### src/logic/adc_acq_pkg.sv
package adc_acq_pkg;

    // one adc word carries two samples, each right aligned in its 16-bit half
    // sample 0 sits in bits 11:0 and sample 1 in bits 27:16
    localparam int sample_w = 12;
    localparam int word_w = 32;

    // data records hold this many buffer words
    localparam int words_per_burst = 4;

    // four 32-bit lanes per record, lane 0 in the low bits
    // lane 3 carries the tag of header and checksum records
    localparam int rec_w = 128;

    // 0 = disarmed, 1..3 pick a burst count
    localparam int fill_type_w = 2;

    // record tags for lane 3
    localparam logic [word_w-1:0] fill_hdr_tag = 32'hadc0_f111;
    localparam logic [word_w-1:0] wfm_hdr_tag = 32'hadc0_3a7e;
    localparam logic [word_w-1:0] csum_tag = 32'hadc0_c5c5;

endpackage

### src/logic/adc_record_mux.sv
module adc_record_mux #(
    parameter int buf_addr_w = 8,
    parameter int adr_w = 16
) (
    input  logic                                clk,
    input  logic                                adc_acq_full_reset,
    input  logic [adc_acq_pkg::fill_type_w-1:0] fill_type,
    input  logic [adr_w-1:0]                    fill_count,
    input  logic [buf_addr_w-1:0]               start_addr,
    input  logic [buf_addr_w-1:0]               burst_count,
    input  logic [adc_acq_pkg::word_w-1:0]      rd_word,
    input  logic                                latch_word,
    input  logic                                fill_hdr_sel,
    input  logic                                wfm_hdr_sel,
    input  logic                                dat_sel,
    input  logic                                checksum_sel,
    input  logic                                checksum_clear,
    input  logic                                checksum_update,
    output logic [adc_acq_pkg::rec_w-1:0]       wb_dat
);

    localparam int lane_w = adc_acq_pkg::word_w;
    localparam int burst_w = adc_acq_pkg::words_per_burst * lane_w;
    localparam logic [lane_w-1:0] zero_lane = '0;

    logic [burst_w-1:0] burst_reg;
    logic [burst_w-1:0] burst_next;
    logic [lane_w-1:0] checksum;

    // newest word enters the top lane and shifts down,
    // so after four latches word k sits in lane k
    always_comb begin
        burst_next = burst_reg;
        if (latch_word) begin
            burst_next = {rd_word, burst_reg[burst_w-1:lane_w]};
        end
    end

    always_ff @(posedge clk) begin
        burst_reg <= burst_next;
    end

    // 32-bit wrap-around sum of the data words of one fill
    always_ff @(posedge clk) begin
        if (adc_acq_full_reset || checksum_clear) begin
            checksum <= '0;
        end else if (checksum_update) begin
            checksum <= checksum + rd_word;
        end
    end

    // record lanes from 3 down to 0
    always_ff @(posedge clk) begin
        if (fill_hdr_sel) begin
            wb_dat <= {adc_acq_pkg::fill_hdr_tag, lane_w'(fill_count),
                       lane_w'(fill_type), zero_lane};
        end else if (wfm_hdr_sel) begin
            wb_dat <= {adc_acq_pkg::wfm_hdr_tag, lane_w'(start_addr),
                       lane_w'(burst_count), zero_lane};
        end else if (dat_sel) begin
            // burst_next so the fourth word latched this cycle is included
            wb_dat <= burst_next;
        end else if (checksum_sel) begin
            wb_dat <= {adc_acq_pkg::csum_tag, zero_lane, zero_lane, checksum};
        end
    end

endmodule

### config.mk
export PLATFORM = sky130hd
export DESIGN_NAME = adc_record_mux
export DESIGN_NICKNAME = d
export VERILOG_FILES = /design/src/logic/adc_acq_pkg.sv /design/src/logic/adc_record_mux.sv
export SDC_FILE = /design/constraint.sdc
export NUM_CORES = 1
export LEC_CHECK = 0
export BUFFER_PORTS_ARGS = -buffer_cell sky130_fd_sc_hd__buf_2
export CORE_MARGIN = 10
export CORE_UTILIZATION = 56
export CTS_CLUSTER_DIAMETER = 60
export CTS_CLUSTER_SIZE = 25
export DETAILED_ROUTE_END_ITERATION = 12
export PLACE_DENSITY_LB_ADDON = 0.3
export SLEW_MARGIN = 20
export SYNTH_ARGS = -nofsm -noshare
export SYNTH_HDL_FRONTEND = slang
export SYNTH_SLANG_ARGS = --single-unit
export TNS_END_PERCENT = 30
### constraint.sdc
create_clock -name clk -period 3.1 [get_ports clk]
set_input_delay 0 -clock clk [delete_from_list [all_inputs] [get_ports clk]]
set_output_delay 0 -clock clk [all_outputs]
set_load 0.005 [all_outputs]
==> metrics <==
total gr overflow 0; FF+latch area 5950 um^2; Syn. warnings 0; mux share of post-synthesis cell area 16.8%; CP Data Arrival Time 3.37 ns; CP startpoint checksum[6]$_SDFFE_PP0P_; CP max FO 7; Core ar. 20,300 um^2; sequential share of the synthesized area 51.3%; worst slew pin tran 0.914 ns; synthesized flop and latch total around 290; Clock Latency Late Sink 0.50 ns; crit path kind flip-flop to flip-flop; xor/xnor share of the synthesized area 1.81%; first-pass GRT wire length 49,200 um; chip width 164 um; Hold Crit Class input pin to flip-flop; hold_sp dat_sel; die area 26,900 um^2; Cell Rows 52; simple-gate share of the synthesized area 8.01%; HPWL after DPL 21,900 um; Residual DRC 0; async set-reset flop share out of synthesis 0%; adder-cell share of the synthesized area 3.52%; maximum number of pins on one net before global-route repair just over 80; max_cap viols 0; area of the mapped netlist 11,600 um^2; vias in the first global route 9,095; Leak Pwr slightly above 6 nW; number of I/O pins 203; power per cell area between 500 and 600 nW/um^2; clk root buf clkbuf_16; antenna-violating nets left 0; largest family of logic cells by synthesized area multiplexers; Synth Area per Inst 11.0 um^2; Synth cell types 64; Die Height 164 um; period utilisation layout 94.7%; post-synthesis compound-gate area fraction 15.8%; worst r2r src checksum[6]$_SDFFE_PP0P_; placed inst area 12,800 um^2; DR vias/cell 5.68; initial antenna violation count 1; postcts setup bufs 0; CTS Buf Count 17; worst slew margin relative to its limit 39.1%; startpoint type of the worst setup path flip-flop; Clock Skew 0.0129 ns; RSZ-0062 raised after global routing no; TNS Setup 0 ns; Worst VDD drop 669 uV; Multi-input gate area roughly 5400 um^2; number of detailed-route iterations in the first pass 5; Clock Path Buffers 3; Crit. End Element flip-flop; total track usage 22.4%; hold_ws 0.0217 ns; Synth Instances around 1,100; Syn-to-layout area delta 21.8%; Final Max Tran Viols 0; commonest non-fill, non-tap cell in the layout dfxtp_1; Routed wire per std cell 19.8 um; fmax between 300 and 400 MHz; number of synthesized flops with an enable pin 18; Syn Nets 1,164; post-layout instance area 14,100 um^2; Layout Nets 1,407; Placer Congestion 0.870; via count roughly 9,000; Initial Util between 50% and 60%; Sink Count roughly 290; fillers around 1,500; First DRT Iteration DRCs around 700; ys flop type dfxtp_1; H-tree levels 1; status finished, final reports clean; I/O Buffers 202; final hold vios 0; CTS tree done; CP required 3.53 ns; most frequent cells in the layout 270 x dfxtp_1, 201 x buf_2, 128 x mux2_2; Final setup viols 0; post-layout minimum cycle time 2.94 ns; Clk pin slew, worst setup/hold paths 0.09 ns; aggregate routed wire length ~31,000 um; share of cells above drive strength 1 29.9%
kinds of logic (layout without fill, tap and decap cells):
logic type	count (synthesis)	after routing
flip-flops	288	288
AO/OA/AOI/OAI	260	260
AND/OR/NAND/NOR	192	192
multiplexers	179	179
buffers and inverters	82	332
adder cells (fa/ha/maj)	32	32
XOR/XNOR	24	24
other	0	1
metrics by stage:
step | power (mW) | std cells | setup WS (ns) | util [%]
2_1_floorplan | 5.19 | 1057 | 0.687 | -
3_3_place_gp | 5.57 | 1475 | 0.464 | 63.2
3_5_place_dp | 5.62 | 1475 | 0.371 | 63.2
4_1_cts | 7.98 | 1577 | 0.118 | 69.4
5_1_grt | 8.30 | 1577 | 0.00411 | 69.6
6_report | 7.97 | 1578 | 0.165 | 69.6
synth_stat cells, types with 16 or more instances:
cell	count	area share, %
o21ai_0	64	2.8
ha_1	31	3.3
dfxtp_1	270	47
mux2i_1	51	4.4
a22o_1	57	4.3
xnor2_1	18	1.4
clkbuf_1	53	1.7
a21oi_1	56	2.4
nand2_1	76	2.5
edfxtp_1	18	4.7
mux2_2	128	12
nor2_1	40	1.3
a22oi_1	16	1.0
cell type report:
type,count,area share (%)
multi-input combinational,687,38.1
tap,270,2.39
clock inverter,5,0.505
antenna,1,0.0177
inverter,16,0.425
sequential,288,42.1
timing repair buffer,290,13.4
clock buffer,21,3.12
worst max-delay path, cell delays in order (launching register included):
cell	delay, ns
dfxtp_1	0.33
ha_1	0.39
a21o_1	0.21
a221o_1	0.33
nand2_2	0.13
a21oi_1	0.09
a211oi_2	0.30
o21ai_1	0.14
mux2i_1	0.21
mux2i_1	0.20
dlygate4sd3_1	0.56
power by group:
| group | switching, mW | internal (mW) |
|---|---|---|
| Sequential | 0.195 | 4.15 |
| Clock | 1.27 | 1.06 |
| Combinational | 0.643 | 0.651 |
layer usage:
metal | GRT usage, % | vias up | part of all wire [%]
li1 | - | 4324 | -
met1 | 30.0 | 4315 | 44
met2 | 37.2 | 288 | 47
met3 | 3.88 | 36 | 6.9
met4 | 4.47 | 0 | 1.5
met5 | 0 | - | 0
final timing paths:
| path | end | cells past startpoint | slack (ns) |
|---|---|---|---|
| max | checksum[31]$_SDFFE_PP0P_ | 10 | 0.16 |
| min | wb_dat[103]$_SDFFE_PP0P_ | 5 | 0.02 |
| max reg2reg | checksum[31]$_SDFFE_PP0P_ | 10 | 0.16 |
| min reg2reg | wb_dat[0]$_SDFFE_PP0P_ | 2 | 0.46 |
what timing repair did:
action	4_1_cts	5_1_grt
endpoints found under the setup margin	0	2
hold buffers	76	0
gates resized for setup	0	9
endpoints found under the hold margin	89	0
No activity file was read; power rests on OpenSTA's default activity.
