[src/logic/adc_acq_pkg.sv]
package adc_acq_pkg;

    // one adc word carries two samples, each right aligned in its 16-bit half
    // sample 0 sits in bits 11:0 and sample 1 in bits 27:16
    localparam int sample_w = 12;
    localparam int word_w = 32;

    // data records hold this many buffer words
    localparam int words_per_burst = 4;

    // four 32-bit lanes per record, lane 0 in the low bits
    // lane 3 carries the tag of header and checksum records
    localparam int rec_w = 128;

    // 0 = disarmed, 1..3 pick a burst count
    localparam int fill_type_w = 2;

    // record tags for lane 3
    localparam logic [word_w-1:0] fill_hdr_tag = 32'hadc0_f111;
    localparam logic [word_w-1:0] wfm_hdr_tag = 32'hadc0_3a7e;
    localparam logic [word_w-1:0] csum_tag = 32'hadc0_c5c5;

endpackage

[src/logic/adc_acq_counters.sv]
module adc_acq_counters #(
    parameter int buf_addr_w = 8,
    parameter int adr_w = 16,
    parameter int burst_count_1 = 2,
    parameter int burst_count_2 = 5,
    parameter int burst_count_3 = 8
) (
    input  logic                                clk,
    input  logic                                adc_acq_full_reset,
    input  logic [adc_acq_pkg::fill_type_w-1:0] fill_type,
    input  logic                                burst_cntr_init,
    input  logic                                burst_cntr_en,
    input  logic                                fill_cntr_en,
    input  logic                                address_cntr_en,
    output logic [buf_addr_w-1:0]               burst_count,
    output logic                                burst_cntr_zero,
    output logic [adr_w-1:0]                    fill_count,
    output logic [adr_w-1:0]                    wb_adr
);

    logic [buf_addr_w-1:0] burst_load;

    // type 0 never starts a fill, so it shares the type 1 count
    always_comb begin
        case (fill_type)
            2'd2: burst_load = buf_addr_w'(burst_count_2);
            2'd3: burst_load = buf_addr_w'(burst_count_3);
            default: burst_load = buf_addr_w'(burst_count_1);
        endcase
    end

    // bursts left in this fill, held at zero once spent
    always_ff @(posedge clk) begin
        if (adc_acq_full_reset) begin
            burst_count <= '0;
        end else if (burst_cntr_init) begin
            burst_count <= burst_load;
        end else if (burst_cntr_en && !burst_cntr_zero) begin
            burst_count <= burst_count - 1'b1;
        end
    end

    assign burst_cntr_zero = (burst_count == '0);

    // completed fills and record address, both run across fills
    always_ff @(posedge clk) begin
        if (adc_acq_full_reset) begin
            fill_count <= '0;
            wb_adr <= '0;
        end else begin
            if (fill_cntr_en) fill_count <= fill_count + 1'b1;
            if (address_cntr_en) wb_adr <= wb_adr + 1'b1;
        end
    end

endmodule

[config.mk]
export PLATFORM = sky130hd
export DESIGN_NAME = adc_acq_counters
export DESIGN_NICKNAME = d
export VERILOG_FILES = /design/src/logic/adc_acq_pkg.sv /design/src/logic/adc_acq_counters.sv
export SDC_FILE = /design/constraint.sdc
export NUM_CORES = 1
export LEC_CHECK = 0
export ABC_CLOCK_PERIOD_IN_PS = 4900
export BUFFER_PORTS_ARGS = -buffer_cell sky130_fd_sc_hd__buf_4
export CORE_MARGIN = 4
export CORE_UTILIZATION = 45
export DETAILED_ROUTE_END_ITERATION = 16
export PLACE_DENSITY = 0.7
export SETUP_SLACK_MARGIN = 0.5
export SLEW_MARGIN = 20
export SYNTH_ARGS = -nofsm -noshare
export SYNTH_HDL_FRONTEND = slang
export SYNTH_SLANG_ARGS = --single-unit
export TNS_END_PERCENT = 50
[constraint.sdc]
create_clock -name clk -period 4.9 [get_ports clk]
set_clock_uncertainty 0.2 [all_clocks]
set_input_delay 0.245 -clock clk [delete_from_list [all_inputs] [get_ports clk]]
set_output_delay 0.245 -clock clk [all_outputs]
set_load 0.005 [all_outputs]
==> summary.txt <==
Timing
  – Slew Limit Fails: 0
  – Finish-stage setup viols: 0
  – Worst-margin pin slew: 0.426 ns
  – RSZ-0062 raised after global routing: no
  – Sum Neg Setup Slack: 0 ns
  – Maximum clock frequency: between 400 and 500 MHz
  – Fin crit share: 0.438
  – Clock period minus worst slack: 2.15 ns
  – Hold_ws: about 0.033 ns
  – Normalized max-slew margin: 0.716
  – Final hold vios: 0

Synthesis
  – Ys flop type: dfxtp_1
  – Count of synthesis-stage warnings from yosys: 0
  – Most frequent cell after synthesis: dfxtp_1
  – Ys async rst share: 0
  – Syn Nets: about 230
  – Seq cells post-synth: 40
  – Post-synth EDFFs: 0
  – Register area share after synthesis: 0.421
  – Yosys top cell by area: dfxtp_1
  – Most frequent cells after synthesis: 40 x dfxtp_1, 27 x nor2_1, 15 x nand2_1, 15 x xnor2_1, 13 x a21oi_1
  – Synth unique cells: 40
  – Post-Syn Area: 1900 um2
  – Area contributors post-synth: dfxtp_1 42%, xnor2_1 6.9%, nor2_1 5.3%, xor2_1 4.6%, or3_1 3.6%
  – Mapped Cells: 216
  – Share of the synthesized area in the top cell type: 0.421
  – Synthesized area per cell: 8.81 um2

Clocking
  – Clk_lat worst skew: 0.28 ns
  – TritonCTS clock tree: yes
  – Setup Buffers After CTS: 0
  – Maximum level of the CTS H-tree: 2
  – Clk buf depth: 2
  – Clock root buffer: clkbuf_8
  – Cts hold-fix bufs: 0
  – CTS Buf Count: 5
  – Clock sink total: 40
  – Reg clk slew, reported paths: 0.07 ns
  – Post_cts resized: 0

Floorplan
  – CORE AREA: between 4000 and 5000 um2
  – Top Ports: 49
  – Row cnt: 23
  – Initial Util: 0.469
  – Die Span Y: 73.0 um
  – Die X-Extent: about 73 um
  – Die ar.: 5330 um2

Power
  – Leakage Power: 0.923 nW
  – Pwr per Cell Area: 272 nW/um2
  – Worst VDD drop: 0.000171 V

Routing
  – Vias per inst: approximately 5.3
  – Met2 wire length: between 1500 and 2000 um
  – Avg WL per Cell: 12.7 um
  – DRT iter0 DRCs: 67
  – DRC Markers: 0
  – Top Metal Used: met4
  – Post-route ant nets: 0
  – M1 WL: 1870 um
  – Final wirelength: 3950 um
  – DRT Pass-1 Iters: 4
  – DR vias: 1,660
  – WL met3: 300 um

Worst setup path
  – Worst R2R Setup Slack: 2.87 ns
  – Critical Path RT: 4.45 ns
  – CP max FO: 6
  – Crit Path Category: reg2out
  – R2r startpoint: wb_adr[3]
  – Reg2Reg Depth: 4
  – Crit path launch type: register
  – Worst setup startpoint: burst_count[0]
  – Crit end category: primary output
  – Worst EP arrival: 1.70 ns
  – Reg2reg end: wb_adr[14]

Run
  – Max-capacitance violation count: 0

GRT
  – Grt ovf: 0
  – Vias in the first global route: 1,465
  – Largest net degree at the start of global routing: 42
  – GRT Util Overall: 0.150
  – First-pass GRT wire length: 6440 um
  – Initial antenna violation count: 0

Cells and area
  – Area growth syn-to-layout: 23.9%
  – Share of cells above drive strength 1: 0.233
  – Antenna cells: 0
  – Post-layout net count: 273

Placed design
  – Input/output buffers: between 40 and 50
  – Post-DP HPWL: ~2800 um
  – GPL Wtd Cong: 0.864

Worst hold path
  – Hold depth: 2
  – Min-Delay Startpoint: burst_cntr_init
  – Hold EP: burst_count[4]
  – Hold Path Class: in2reg

Status
  – Status: finished, final reports clean
==> cell usage in the layout (no fill, tap or decap), types with 9 or more instances in the layout <==
cell type  Yosys  layout
or3_1         11      11
nand4_1        9       9
o21ai_0        9       9
nor3_1         9       9
xor2_1        10      10
dfxtp_1       40      40
a21oi_1       13      13
nor2_1        27      27
xnor2_1       15      15
buf_4          1      48
nand2_1       15      15
==> routing by layer <==
| layer | global-route usage | vias to the layer above |
|---|---|---|
| li1 | - | 850 |
| met1 | 0.198 | 761 |
| met2 | 0.240 | 45 |
| met3 | 0.0413 | 4 |
| met4 | 0.0430 | 0 |
| met5 | 0 | - |
==> how the worst max path moves through the flow <==
stage                 endpoint  cells past startpoint
2_1_floorplan   burst_count[1]                      7
3_3_place_gp        wb_adr[14]                      4
3_5_place_dp        wb_adr[14]                      4
4_1_cts        burst_cntr_zero                      5
5_1_grt        burst_cntr_zero                      5
6_report       burst_cntr_zero                      5
==> cell type report <==
| cell class | instances | area (um2) |
|---|---|---|
| clock buffer | 8 | 90.1 |
| sequential | 40 | 801 |
| inverter | 5 | 18.8 |
| fill | 381 | 1700 |
| timing repair buffer | 48 | 360 |
| multi-input combinational | 161 | 1020 |
| tap | 50 | 62.6 |
==> power breakdown <==
group	total (W)	switching [W]	leakage, nW	internal (W)
logic	0.0000755	0.0000376	0.554	0.0000379
registers	0.000344	0.0000111	0.324	0.000333
clock network	0.000221	0.000107	0.0455	0.000115
==> cells by family (layout without fill, tap and decap cells) <==
group,count (synthesis),after routing,synth area share
compound gates,30,30,0.0986
simple gates,99,99,0.283
flops,40,40,0.421
mux,3,3,0.0158
xor+xnor,25,25,0.115
buf+inv,15,61,0.0408
fa+ha+maj,4,4,0.0263
==> sequential cells by signal (all words and copies together) (netlist names) <==
signal,count
wb_adr,16
burst_count,8
fill_count,16
==> critical path, stage by stage, from the launching register on <==
cell and delay (ns):
dfxtp_1 0.36, inv_1 0.10, ha_1 0.16, or4b_4 0.52, nor2_1 0.15, buf_4 0.13
==> per-stage QoR <==
stage                     setup slack (ns)  total power, W   util  cell area, um2  instances
final                                 2.75        0.000641  0.581            2360        312
after CTS                             2.75        0.000650  0.581            2360        312
after detailed placement              2.89        0.000428  0.559            2270        304
after global routing                  2.63        0.000675  0.581            2360        312
after global placement                2.95        0.000427  0.559            2270        304
after floorplan                       2.99        0.000403      -            1900        216
Power figures use the tool's default switching activity.
