`src/logic/adc_acq_pkg.sv`:
```
package adc_acq_pkg;

    // one adc word carries two samples, each right aligned in its 16-bit half
    // sample 0 sits in bits 11:0 and sample 1 in bits 27:16
    localparam int sample_w = 12;
    localparam int word_w = 32;

    // data records hold this many buffer words
    localparam int words_per_burst = 4;

    // four 32-bit lanes per record, lane 0 in the low bits
    // lane 3 carries the tag of header and checksum records
    localparam int rec_w = 128;

    // 0 = disarmed, 1..3 pick a burst count
    localparam int fill_type_w = 2;

    // record tags for lane 3
    localparam logic [word_w-1:0] fill_hdr_tag = 32'hadc0_f111;
    localparam logic [word_w-1:0] wfm_hdr_tag = 32'hadc0_3a7e;
    localparam logic [word_w-1:0] csum_tag = 32'hadc0_c5c5;

endpackage

```
`src/logic/adc_acq_sequencer.sv`:
```
module adc_acq_sequencer (
    input  logic                                clk,
    input  logic                                adc_acq_full_reset,
    input  logic                                acq_enable0,
    input  logic                                acq_enable1,
    input  logic                                acq_trig,
    input  logic                                burst_cntr_zero,
    input  logic                                wb_ack,
    output logic [adc_acq_pkg::fill_type_w-1:0] fill_type,
    output logic                                trig_capture,
    output logic                                init_rd_addr,
    output logic                                inc_rd_addr,
    output logic                                latch_word,
    output logic                                fill_hdr_sel,
    output logic                                wfm_hdr_sel,
    output logic                                dat_sel,
    output logic                                checksum_sel,
    output logic                                checksum_clear,
    output logic                                checksum_update,
    output logic                                burst_cntr_init,
    output logic                                burst_cntr_en,
    output logic                                fill_cntr_en,
    output logic                                address_cntr_en,
    output logic                                wb_cyc,
    output logic                                wb_stb,
    output logic                                wb_we,
    output logic                                acq_enabled,
    output logic                                acq_done,
    output logic                                sm_idle
);

    // one-hot state bit positions
    localparam int s_idle = 0;
    localparam int s_watch = 1;
    localparam int s_fill_init = 2;
    localparam int s_wfm_init = 3;
    localparam int s_run1 = 4;
    localparam int s_run2 = 5;
    localparam int s_run3 = 6;
    localparam int s_run4 = 7;
    localparam int s_wfm_tst = 8;
    localparam int s_checksum = 9;
    localparam int s_done = 10;
    localparam int n_states = 11;

    logic [3:0] enable0_sync;
    logic [3:0] enable1_sync;
    logic [3:0] trig_sync;
    logic armed;
    logic ack_ok;
    logic run_entry;
    logic [n_states-1:0] cs;
    logic [n_states-1:0] ns;
    logic [n_states-1:0] enter;

    // four flop synchronizers, oldest sample in bit 3
    always_ff @(posedge clk) begin
        enable0_sync <= {enable0_sync[2:0], acq_enable0};
        enable1_sync <= {enable1_sync[2:0], acq_enable1};
        trig_sync <= {trig_sync[2:0], acq_trig};
    end

    // the enable pair is both the arm bit and the fill type
    assign fill_type = {enable1_sync[3], enable0_sync[3]};
    assign armed = |fill_type;

    // record accepted by the slave this cycle
    assign ack_ok = wb_cyc & wb_ack;

    // a state bit rising marks entry, so waiting states strobe only once
    assign enter = ns & ~cs;
    assign run_entry = enter[s_run1] | enter[s_run2] | enter[s_run3] | enter[s_run4];

    // single write cycles only
    assign wb_stb = wb_cyc;
    assign wb_we = wb_cyc;

    always_comb begin
        ns = '0;
        case (1'b1)
            cs[s_idle]: begin
                if (armed) ns[s_watch] = 1'b1;
                else ns[s_idle] = 1'b1;
            end
            // stays here as long as armed, so trigger latency is fixed
            cs[s_watch]: begin
                if (!armed) ns[s_idle] = 1'b1;
                else if (trig_sync[3]) ns[s_fill_init] = 1'b1;
                else ns[s_watch] = 1'b1;
            end
            // fill header record
            cs[s_fill_init]: begin
                if (ack_ok) ns[s_wfm_init] = 1'b1;
                else ns[s_fill_init] = 1'b1;
            end
            // waveform header record
            cs[s_wfm_init]: begin
                if (ack_ok) ns[s_run1] = 1'b1;
                else ns[s_run1 - 1] = 1'b1;
            end
            // one buffer word per run state
            cs[s_run1]: ns[s_run2] = 1'b1;
            cs[s_run2]: ns[s_run3] = 1'b1;
            cs[s_run3]: ns[s_run4] = 1'b1;
            // data record, then either another burst or the checksum
            cs[s_run4]: begin
                if (!ack_ok) ns[s_run4] = 1'b1;
                else if (burst_cntr_zero) ns[s_wfm_tst] = 1'b1;
                else ns[s_run1] = 1'b1;
            end
            // checksum record is presented here
            cs[s_wfm_tst]: ns[s_checksum] = 1'b1;
            cs[s_checksum]: begin
                if (ack_ok) ns[s_done] = 1'b1;
                else ns[s_checksum] = 1'b1;
            end
            // hold off retrigger until the trigger drops or we are disarmed
            cs[s_done]: begin
                if (armed && trig_sync[3]) ns[s_done] = 1'b1;
                else ns[s_idle] = 1'b1;
            end
            default: ns[s_idle] = 1'b1;
        endcase
    end

    always_ff @(posedge clk) begin
        if (adc_acq_full_reset) begin
            cs <= '0;
            cs[s_idle] <= 1'b1;
            trig_capture <= 1'b0;
            init_rd_addr <= 1'b0;
            inc_rd_addr <= 1'b0;
            latch_word <= 1'b0;
            fill_hdr_sel <= 1'b0;
            wfm_hdr_sel <= 1'b0;
            dat_sel <= 1'b0;
            checksum_sel <= 1'b0;
            checksum_clear <= 1'b0;
            checksum_update <= 1'b0;
            burst_cntr_init <= 1'b0;
            burst_cntr_en <= 1'b0;
            fill_cntr_en <= 1'b0;
            address_cntr_en <= 1'b0;
            wb_cyc <= 1'b0;
            acq_enabled <= 1'b0;
            acq_done <= 1'b0;
            sm_idle <= 1'b1;
        end else begin
            cs <= ns;
            // new fill: grab the trigger point, build the fill header
            trig_capture <= enter[s_fill_init];
            fill_hdr_sel <= enter[s_fill_init];
            checksum_clear <= enter[s_fill_init];
            burst_cntr_init <= enter[s_fill_init];
            // waveform header and read pointer load
            wfm_hdr_sel <= enter[s_wfm_init];
            init_rd_addr <= enter[s_wfm_init];
            // each run state takes one word and steps the read pointer
            latch_word <= run_entry;
            inc_rd_addr <= run_entry;
            checksum_update <= run_entry;
            // one count per burst
            burst_cntr_en <= enter[s_run1];
            dat_sel <= enter[s_run4];
            checksum_sel <= enter[s_wfm_tst];
            // record address steps on every ack, fill count after the checksum
            address_cntr_en <= ack_ok;
            fill_cntr_en <= ack_ok & cs[s_checksum];
            // cycle opens once the selected record is on wb_dat
            if (fill_hdr_sel | wfm_hdr_sel | dat_sel | checksum_sel) begin
                wb_cyc <= 1'b1;
            end else if (ack_ok) begin
                wb_cyc <= 1'b0;
            end
            acq_enabled <= !(ns[s_idle] || ns[s_watch]);
            acq_done <= ns[s_done];
            sm_idle <= ns[s_idle];
        end
    end

endmodule

```
`config.mk`:
```
export PLATFORM = sky130hd
export DESIGN_NAME = adc_acq_sequencer
export DESIGN_NICKNAME = d
export VERILOG_FILES = /design/src/logic/adc_acq_pkg.sv /design/src/logic/adc_acq_sequencer.sv
export SDC_FILE = /design/constraint.sdc
export NUM_CORES = 1
export LEC_CHECK = 0
export BUFFER_PORTS_ARGS = -buffer_cell sky130_fd_sc_hd__buf_2
export CELL_PAD_IN_SITES_DETAIL_PLACEMENT = 0
export CELL_PAD_IN_SITES_GLOBAL_PLACEMENT = 2
export CORE_ASPECT_RATIO = 0.5
export CORE_UTILIZATION = 28
export DETAILED_ROUTE_END_ITERATION = 10
export PLACE_DENSITY_LB_ADDON = 0.1
export SETUP_SLACK_MARGIN = 0.02
export SKIP_CTS_REPAIR_TIMING = 1
export SYNTH_ARGS = -nofsm -noshare
export SYNTH_HDL_FRONTEND = slang
export SYNTH_SLANG_ARGS = --single-unit
```
`constraint.sdc`:
```
create_clock -name clk -period 1.4 [get_ports clk]
set_clock_uncertainty 0.05 [all_clocks]
set_input_delay 0.35 -clock clk [delete_from_list [all_inputs] [get_ports clk]]
set_output_delay 0.35 -clock clk [all_outputs]
set_load 0.05 [all_outputs]
```
==> results of run 1 <==
cells in the mapped netlist, drive strengths merged (2+ instances only):
cell type and instances:
dfxtp 33, nor2 11, buf 10, a21oi 7, nor3 7, inv 5, or3 4, nand2 3
nand2b 3, nor4b 3, o21ai 3, a31oi 2, and2 2, nand3b 2, o211ai 2
state kept, by name, summed over array words and instances (netlist names):
register         cells
cs                  10
enable0_sync         4
enable1_sync         4
trig_sync            4
acq_done             1
acq_enabled          1
address_cntr_en      1
burst_cntr_en        1
burst_cntr_init      1
checksum_sel         1
checksum_update      1
dat_sel              1
fill_cntr_en         1
wb_cyc               1
wfm_hdr_sel          1
power groups by stage:
stage                     Combinational (mW)  Sequential, mW  Clock [mW]
after floorplan                       0.0629            1.02           0
after global placement                 0.131           0.999           0
after detailed placement               0.129           0.999           0
after CTS                              0.129           0.978       0.887
after global routing                   0.160           0.980       0.924
final                                  0.148           0.978       0.861
cell families after synthesis:
family | after synthesis
simple gates | 42
compound gates | 15
buf+inv | 16
flops | 33
metal layers:
metal,vias up,global-route usage,share of wire
li1,433,-,-
met1,398,0.1566,0.50
met2,21,0.1712,0.43
met3,4,0.05446,0.046
met4,0,0.06667,0.017
met5,-,0,0
area by class of cell:
| type | count | area, sq um | share of cell area |
|---|---|---|---|
| Inverter | 5 | 18.77 | 0.01190 |
| Sequential cell | 33 | 669.4 | 0.4243 |
| Multi-Input combinational cell | 57 | 412.9 | 0.2617 |
| Timing Repair Buffer | 45 | 305.3 | 0.1935 |
| Clock buffer | 6 | 72.57 | 0.04600 |
| Tap cell | 51 | 63.81 | 0.04044 |
| Clock inverter | 2 | 35.03 | 0.02220 |
worst min path at each step:
stage / startpoint / to / slack [ns] / cells past startpoint
floorplan: enable0_sync[0] / enable0_sync[1] / 0.26 / 0
global placement: enable1_sync[0] / enable1_sync[1] / 0.26 / 0
detailed placement: enable0_sync[1] / enable0_sync[2] / 0.26 / 0
CTS: acq_enable1 / enable1_sync[0] / 0.10 / 1
global route: acq_trig / trig_sync[0] / 0.10 / 1
finish: acq_enable0 / enable0_sync[0] / 0.11 / 1
stage by stage:
stage,cells,util
finish,199,0.4356
global route,199,0.4356
CTS,197,0.4066
detailed placement,189,0.3769
global placement,189,0.3769
floorplan,106,-
==> metrics, run 1 <==
reg-to-reg critical path startpoint cs[2]; CTS tree done; area delta synth->final 41.37%; Worst path depth 4; CP Buf/Inv Count 0; post-layout net count roughly 150; Starting Density 0.3081; Initial DRC Count 23; arrival time at the worst endpoint 1.70 ns; Pre-antenna DRT Iters 4; number of H-tree levels 2; sequential share of the synthesized area 0.5919; data required time of the worst path 1.57 ns; setup TNS -0.7341 ns; Routed Antenna Nets 0; total gr overflow 0; FF-to-FF End checksum_update; Mapped Area 0.001116 sq mm; vias in the first global route ~770; DR vias 856; fmax 650.7 MHz; Post-Synth XOR/XNOR Area 0; Slowest-stage cell, CP or3_4; Worst Setup EP checksum_update; initial antenna violation count 0; CP endpoint kind flop; share of cells above drive strength 1 0.4865; Rows 15; I/O Buffers 28; GR Util All Layers 0.1215; P per Cell Area roughly 1300 mW/mm^2; Final Max Slew Viols 0; Worst-path clk slew 0.07 ns; largest family of logic cells by synthesized area simple AND/OR/NAND/NOR gates; final hold violation count 0; Finish-stage setup viols 8; worst hold-check path type in2reg; Die X slightly above 90 microns; sw power ~0.43 mW; area leader, netlist dfxtp_1; Synth async-reset ratio 0; final WL 2.299 mm; CP Cell Sequence or3_4 > or3_4 > or2_4 > o22ai_2; n_diodes 0; syn_area_per_cell 10.53 sq um; Min Clock Period, post-route 1.537 ns; Leakage 0.6778 nW; status finished with violations; Final period util 1.098; switch share 0.2160; global-route wire length before repair 3.560 mm; Final Worst Setup Slack -0.1369 ns; critical path startpoint category flop; CTS root buffer clkbuf_8; maximum resistive drop on vdd ~610 uV; max-cap violation count 0; Slew headroom 0.7233; violated checks negative setup slack; worst r2r path cells 4; number of distinct library cells after synthesis 28; vias per inst between 4 and 5; total CTS buffers 5; gpl congestion slightly below 0.8; drt drc 0; die area approximately 0.0043 sq mm; worst hold slack about 0.11 ns; # clock sinks 33; Yosys reg bits 33; Worst Setup SP cs[2]; most frequent cells in the layout 30 x dfxtp_1, 22 x buf_2, 17 x buf_4; RSZ-0062 raised after global routing yes; Synth Flop Type dfxtp_1; Mapped Cells ~110; synth top area cells dfxtp_1 59%, buf_4 6.7%, nor2_1 3.7%; crit-path max FO 3; largest net degree at the start of global routing 12; share of Yosys cell area claimed by the top area cell type 0.5919; Worst R2R Setup Slack -0.14 ns; power consumption 1.987 mW; Synth Net Count 113; commonest non-fill, non-tap cell in the layout dfxtp_1; CP most frequent cell or3_4; worst skew pair latency between 0.2 and 0.3 ns; power share of the clock group 0.433; filler cell count in the final layout 365; combinational share of power 0.075; Post-DP HPWL 1.693 mm; dpl ws -0.2478 ns; per-cell routed wire length 11.55 microns; critical path's top delay family simple AND/OR/NAND/NOR gates; Synth Area in Compound Gates 0.08072; placed cell areas between 0.001 and 0.0015 sq mm; Die Span Y 46.65 microns; Core Area 0.003622 sq mm; Post-Synth Simple-Gate Area 0.2388; Design Area, Final 0.001578 sq mm; WS Path Type reg2reg; I/O pin count 29; Worst-Margin Slew 0.4112 ns; P_int roughly 1.6 mW; Reg power frac 0.492; Adder-Cell Fraction of Synth Area 0; delay of the slowest critical-path stage 0.39 ns; Clock Path Buffers 2; mux cell area share after synthesis 0; Syn. warnings 0; Post-synth EDFFs 0
(Power assumes the default switching activity.)
==> run 2, diff against run 1 <==
Settings changed: BUFFER_PORTS_ARGS -buffer_cell sky130_fd_sc_hd__buf_2 to not set, CORE_UTILIZATION 28 to 33, DONT_BUFFER_PORTS set to 1, SLEW_MARGIN set to 20.
==> run 2 against run 1 <==
Effect of this change:
- the run ends with design-rule violations, negative setup slack left
- total power shrank 1.5%
- routed wire length grew 2.7%
- critical path depth shrank 1
- register-to-register slack is essentially flat
- sequential share of layout area grew 5.3 points
- critical path type unchanged
- highest routed layer unchanged
- first-iteration DRC count grew 61%
- sequential cell count is the same
- sequential power grew 0.7%
- fmax grew 0.67%
==> metrics, run 2 (synthesis gave the netlist of run 1 again) <==
I/O pin count 29 (unchanged); Pre-antenna DRT Iters 7 (+3); vias in the first global route 729 (-5.2%); total gr overflow 0 (unchanged); Routed Antenna Nets 0 (unchanged); Reg power frac 0.503 (+0.011); worst skew pair latency 0.29 ns (about the same); maximum resistive drop on vdd 568.9 uV (-6.6%); sw power 0.4229 mW (-1.4%); Die X 84.25 microns (-7.7%); Largest Register cs; critical path startpoint category flop; Design Area, Final 0.001406 sq mm (-11%); Clock Path Buffers 2 (unchanged); switch share 0.2161 (about the same); final WL 2.361 mm (+2.7%); Rows 14 (-1); Final period util 1.090 (-0.007279); CTS root buffer clkbuf_8; I/O Buffers 0 (-100%); Final Max Slew Viols 0 (unchanged); setup TNS -0.5828 ns (+0.1514 ns); data required time of the worst path 1.55 ns (-0.02 ns); total CTS buffers 5 (unchanged); global-route wire length before repair 3.491 mm (-1.9%); P_int 1.534 mW (-1.5%); placed cell areas 0.001275 sq mm (-6.6%); Leakage 0.5503 nW (-19%); final hold violation count 0 (unchanged); Worst-path clk slew 0.07 ns (about the same); CTS tree done; drt drc 2 (+2); Core Area 0.003100 sq mm (-14%); most frequent cells in the layout 29 x dfxtp_1, 16 x buf_4, 9 x nor2_1; gpl congestion 0.7669 (-0.42%); die area 0.003633 sq mm (-15%); arrival time at the worst endpoint 1.68 ns (-0.02 ns); crit-path max FO 4 (+1); Slew headroom 0.6355 (-0.08781); CP endpoint kind flop; CP Cell Sequence or3_4 > or4_4 > nor4b_4; RSZ-0062 raised after global routing yes; storage element area 670.6 sq um (+0.19%); Multi-input gate area 376.6 sq um (-8.8%); dpl ws -0.1240 ns (+0.1238 ns); CP Buf/Inv Count 0 (unchanged); Worst R2R Setup Slack -0.13 ns (about the same); vias per inst 4.939 (+15%); n_diodes 0 (unchanged); critical path's top delay family simple AND/OR/NAND/NOR gates; status finished with violations; Finish-stage setup viols 9 (+1); per-cell routed wire length 14.48 microns (+25%); initial antenna violation count 0 (unchanged); power consumption 1.957 mW (-1.5%); max-cap violation count 0 (unchanged); # clock sinks 33 (unchanged); max FFs per register 10 (unchanged); WS Path Type reg2reg; Starting Density 0.3600 (+0.05185); DR vias 805 (-6.0%); Slowest-stage cell, CP or4_4; largest net degree at the start of global routing 12 (unchanged); delay of the slowest critical-path stage 0.47 ns (+0.08 ns); Worst-Margin Slew 0.5460 ns (+0.1348 ns); Min Clock Period, post-route 1.527 ns (-0.01019 ns); Initial DRC Count 37 (+61%); worst hold-check path type in2reg; number of H-tree levels 2 (unchanged); power share of the clock group 0.443 (+0.010); P per Cell Area 1391 mW/mm^2 (+10%); combinational share of power 0.054 (-0.021); post-layout net count 129 (-16%); filler cell count in the final layout 296 (-19%); Post-DP HPWL 1.605 mm (-5.2%); violated checks design-rule violations, negative setup slack; commonest non-fill, non-tap cell in the layout dfxtp_1; share of cells above drive strength 1 0.3577 (-0.1288); fmax 655.0 MHz (+0.67%); Final Worst Setup Slack -0.1267 ns (+0.01019 ns); GR Util All Layers 0.1366 (+0.01504); area delta synth->final 26.01%; Die Span Y 43.12 microns (-7.6%)
[run 2: layer usage]
layer	up-vias	part of all wire	GRT usage
met5	-	0	0
met4	0	0.028	0.08276
met3	13	0.054	0.07004
met2	25	0.45	0.2131
met1	384	0.46	0.1510
li1	383	-	-
[run 2: final timing paths]
kind | startpoint | end | cells past startpoint
max | cs[2] | dat_sel | 3
min | acq_trig | trig_sync[0] | 0
max reg2reg | cs[2] | dat_sel | 3
min reg2reg | enable0_sync[1] | enable0_sync[2] | 0
[run 2: cell type report]
| type | count | share of cell area |
|---|---|---|
| repair buffers | 20 | 0.1299 |
| multi-input cells | 57 | 0.2678 |
| well taps | 40 | 0.03559 |
| clock buffers | 6 | 0.05160 |
| clock inverters | 2 | 0.02491 |
| flip-flops and latches | 33 | 0.4769 |
| inverters | 5 | 0.01335 |
[run 2: through the flow]
step | util | hold slack (ns) | cells
2_1_floorplan | - | 0.2596 | 106
3_3_place_gp | 0.4112 | 0.2611 | 155
3_5_place_dp | 0.4112 | 0.2644 | 155
4_1_cts | 0.4459 | 0.02302 | 163
5_1_grt | 0.4536 | 0.01429 | 163
6_report | 0.4536 | 0.03233 | 163
[run 2: power groups by stage]
stage	clock, mW	combinational, mW	sequential (mW)
global route	0.944	0.111	0.987
finish	0.866	0.106	0.985
global placement	0	0.105	1.00
CTS	0.891	0.105	0.985
detailed placement	0	0.104	1.01
floorplan	0	0.0629	1.02
==> run 3, diff against run 2 <==
Settings changed: CORE_UTILIZATION 33 to 36, GPL_TIMING_DRIVEN set to 0.
Clock period 1.4 ns to 1.7 ns, I/O delays scaled along.
==> run 3 against run 2 <==
Effect of this change:
- the run now ends clean
- register-to-register slack improved by 0.23 ns
- sequential power decreased by 16%
- global-route usage increased by 1.1 points
- cell area decreased by 10%
- cell count decreased by 7.4%
- sequential share of layout area increased by 5.6 points
==> metrics, run 3 (synthesis gave the netlist of run 1 again) <==
global-route wire length before repair 3.229 mm (-7.5%); # clock sinks 33 (unchanged); max FFs per register 10 (unchanged); Worst-Margin Slew 0.5250 ns (-0.02096 ns); worst r2r path cells 4 (+1); Final Max Slew Viols 0 (unchanged); n_diodes 0 (unchanged); Final period util 0.9421 (-0.1484); CP Cell Sequence or3_4 > or3_4 > or2_4 > o22ai_2; Initial DRC Count 38 (+2.7%); CP Buf/Inv Count 0 (unchanged); most frequent cells in the layout 28 x dfxtp_1, 11 x nor2_1, 10 x buf_4; worst skew pair latency 0.28 ns (about the same); CP most frequent cell or3_4; Worst path depth 4 (+1); Worst-path clk slew 0.07 ns (about the same); RSZ-0062 raised after global routing no; hold path startpoint acq_enable0; Min Clock Period, post-route 1.602 ns (+0.07490 ns); Core Area 0.002765 sq mm (-11%); maximum resistive drop on vdd 492.3 uV (-13%); final WL 2.012 mm (-15%); reg-to-reg critical path startpoint cs[0]; total CTS buffers 5 (unchanged); total gr overflow 0 (unchanged); vias per inst 4.947 (+0.17%); power consumption 1.445 mW (-26%); worst hold-check path type in2reg; status complete, no violations; CP endpoint kind flop; Finish-stage setup viols 0 (-9); FF-to-FF End checksum_update; I/O Buffers 0 (unchanged); Die X 80.74 microns (-4.2%); CTS tree done; GR Util All Layers 0.1479 (+0.01134); per-cell routed wire length 13.32 microns (-8.0%); Leakage 0.4821 nW (-12%); Slowest-stage cell, CP dfxtp_4; I/O pin count 29 (unchanged); CTS root buffer clkbuf_8; post-layout net count 120 (-7.0%); worst hold slack 0.1147 ns (+0.08234 ns); Slew headroom 0.6495 (+0.01399); Largest Register cs; Die Span Y 41.37 microns (-4.1%); P per Cell Area 1147 mW/mm^2 (-18%); Starting Density 0.4036 (+0.04365); arrival time at the worst endpoint 1.76 ns (+0.08 ns); data required time of the worst path 1.86 ns (+0.31 ns); WS Path Type reg2reg; vias in the first global route 710 (-2.6%); Routed Antenna Nets 0 (unchanged); post-route insts no fill 151 (-7.4%); Clock Path Buffers 2 (unchanged); share of cells above drive strength 1 0.2807 (-0.07702); drt drc 0 (-2); gpl congestion 0.7511 (-2.1%); largest net degree at the start of global routing 12 (unchanged); initial antenna violation count 0 (unchanged); hold path depth 0 (unchanged); crit-path max FO 7 (+3); Pre-antenna DRT Iters 4 (-3); critical path's top delay family simple AND/OR/NAND/NOR gates; Rows 13 (-1); Post-DP HPWL 1.484 mm (-7.5%); critical path startpoint category flop; area delta synth->final 12.89%; placed cell areas 0.001165 sq mm (-8.6%); hold path endpoint enable0_sync[0]; Worst R2R Setup Slack 0.1 ns (+0.23 ns); fmax 624.4 MHz (-4.7%); number of H-tree levels 2 (unchanged); DR vias 747 (-7.2%); Cells after DPL 143 (-7.7%); final hold violation count 0 (unchanged); max-cap violation count 0 (unchanged); Design Area, Final 0.001260 sq mm (-10%); delay of the slowest critical-path stage 0.42 ns (-0.05 ns); die area 0.003340 sq mm (-8.1%); commonest non-fill, non-tap cell in the layout dfxtp_1
==> run 3: cell count changes in the layout (fill, tap and decap cells not counted), sizes merged <==
| cell | delta |
|---|---|
| buf | -10 |
| bufinv | -1 |
| clkinv | +1 |
| clkinvlp | +1 |
==> run 3: power by group <==
| part | leakage (nW) | internal [mW] | switching, mW |
|---|---|---|---|
| clock | 0.0439 | 0.282 | 0.283 |
| sequential | 0.274 | 0.794 | 0.0282 |
| combinational | 0.165 | 0.0214 | 0.0358 |
| total | 0.482 | 1.10 | 0.347 |
==> run 3: per-layer routing <==
metal  GRT usage  wire, microns  vias up  part of all wire
li1            -              -      371                 -
met1      0.1675            979      352              0.49
met2      0.2352            891       22              0.44
met3     0.07174            130        2             0.065
met4     0.09375             10        0            0.0050
met5           0              0        -                 0
==> run 3: cell type report <==
cell class / instances / area [sq um]
flip-flops and latches: 33 / 671.9
clock buffers: 5 / 68.82
well taps: 37 / 46.29
plain buffers: 11 / 80.08
clock inverters: 3 / 17.52
fillers: 278 / 1505
multi-input cells: 57 / 356.6
inverters: 5 / 18.77
==> run 3: metrics by stage <==
stage          worst slack (ns)  utilization  setup TNS (ns)
6_report                0.09841       0.4557               0
5_1_grt                 0.02112       0.4557               0
4_1_cts                -0.08697       0.4525         -0.3508
3_5_place_dp            0.01013       0.4213               0
3_3_place_gp            0.02028       0.4213               0
2_1_floorplan            0.1007            -               0
==> run 3: worst reg2reg max path, delay by kind of cell, from the launching register on <==
kind | cells | cell delay (ns)
DFF | 1 | 0.42
and+or+nand+nor | 3 | 0.95
AOI/OAI and AO/OA | 1 | 0.11
==> run 3: worst max-delay path by stage <==
stage | startpoint | to
after detailed placement | wb_cyc | checksum_update
after CTS | burst_cntr_init | trig_capture
after global routing | cs[1] | acq_done
after floorplan | cs[0] | checksum_update
final | cs[0] | checksum_update
after global placement | wb_cyc | checksum_update
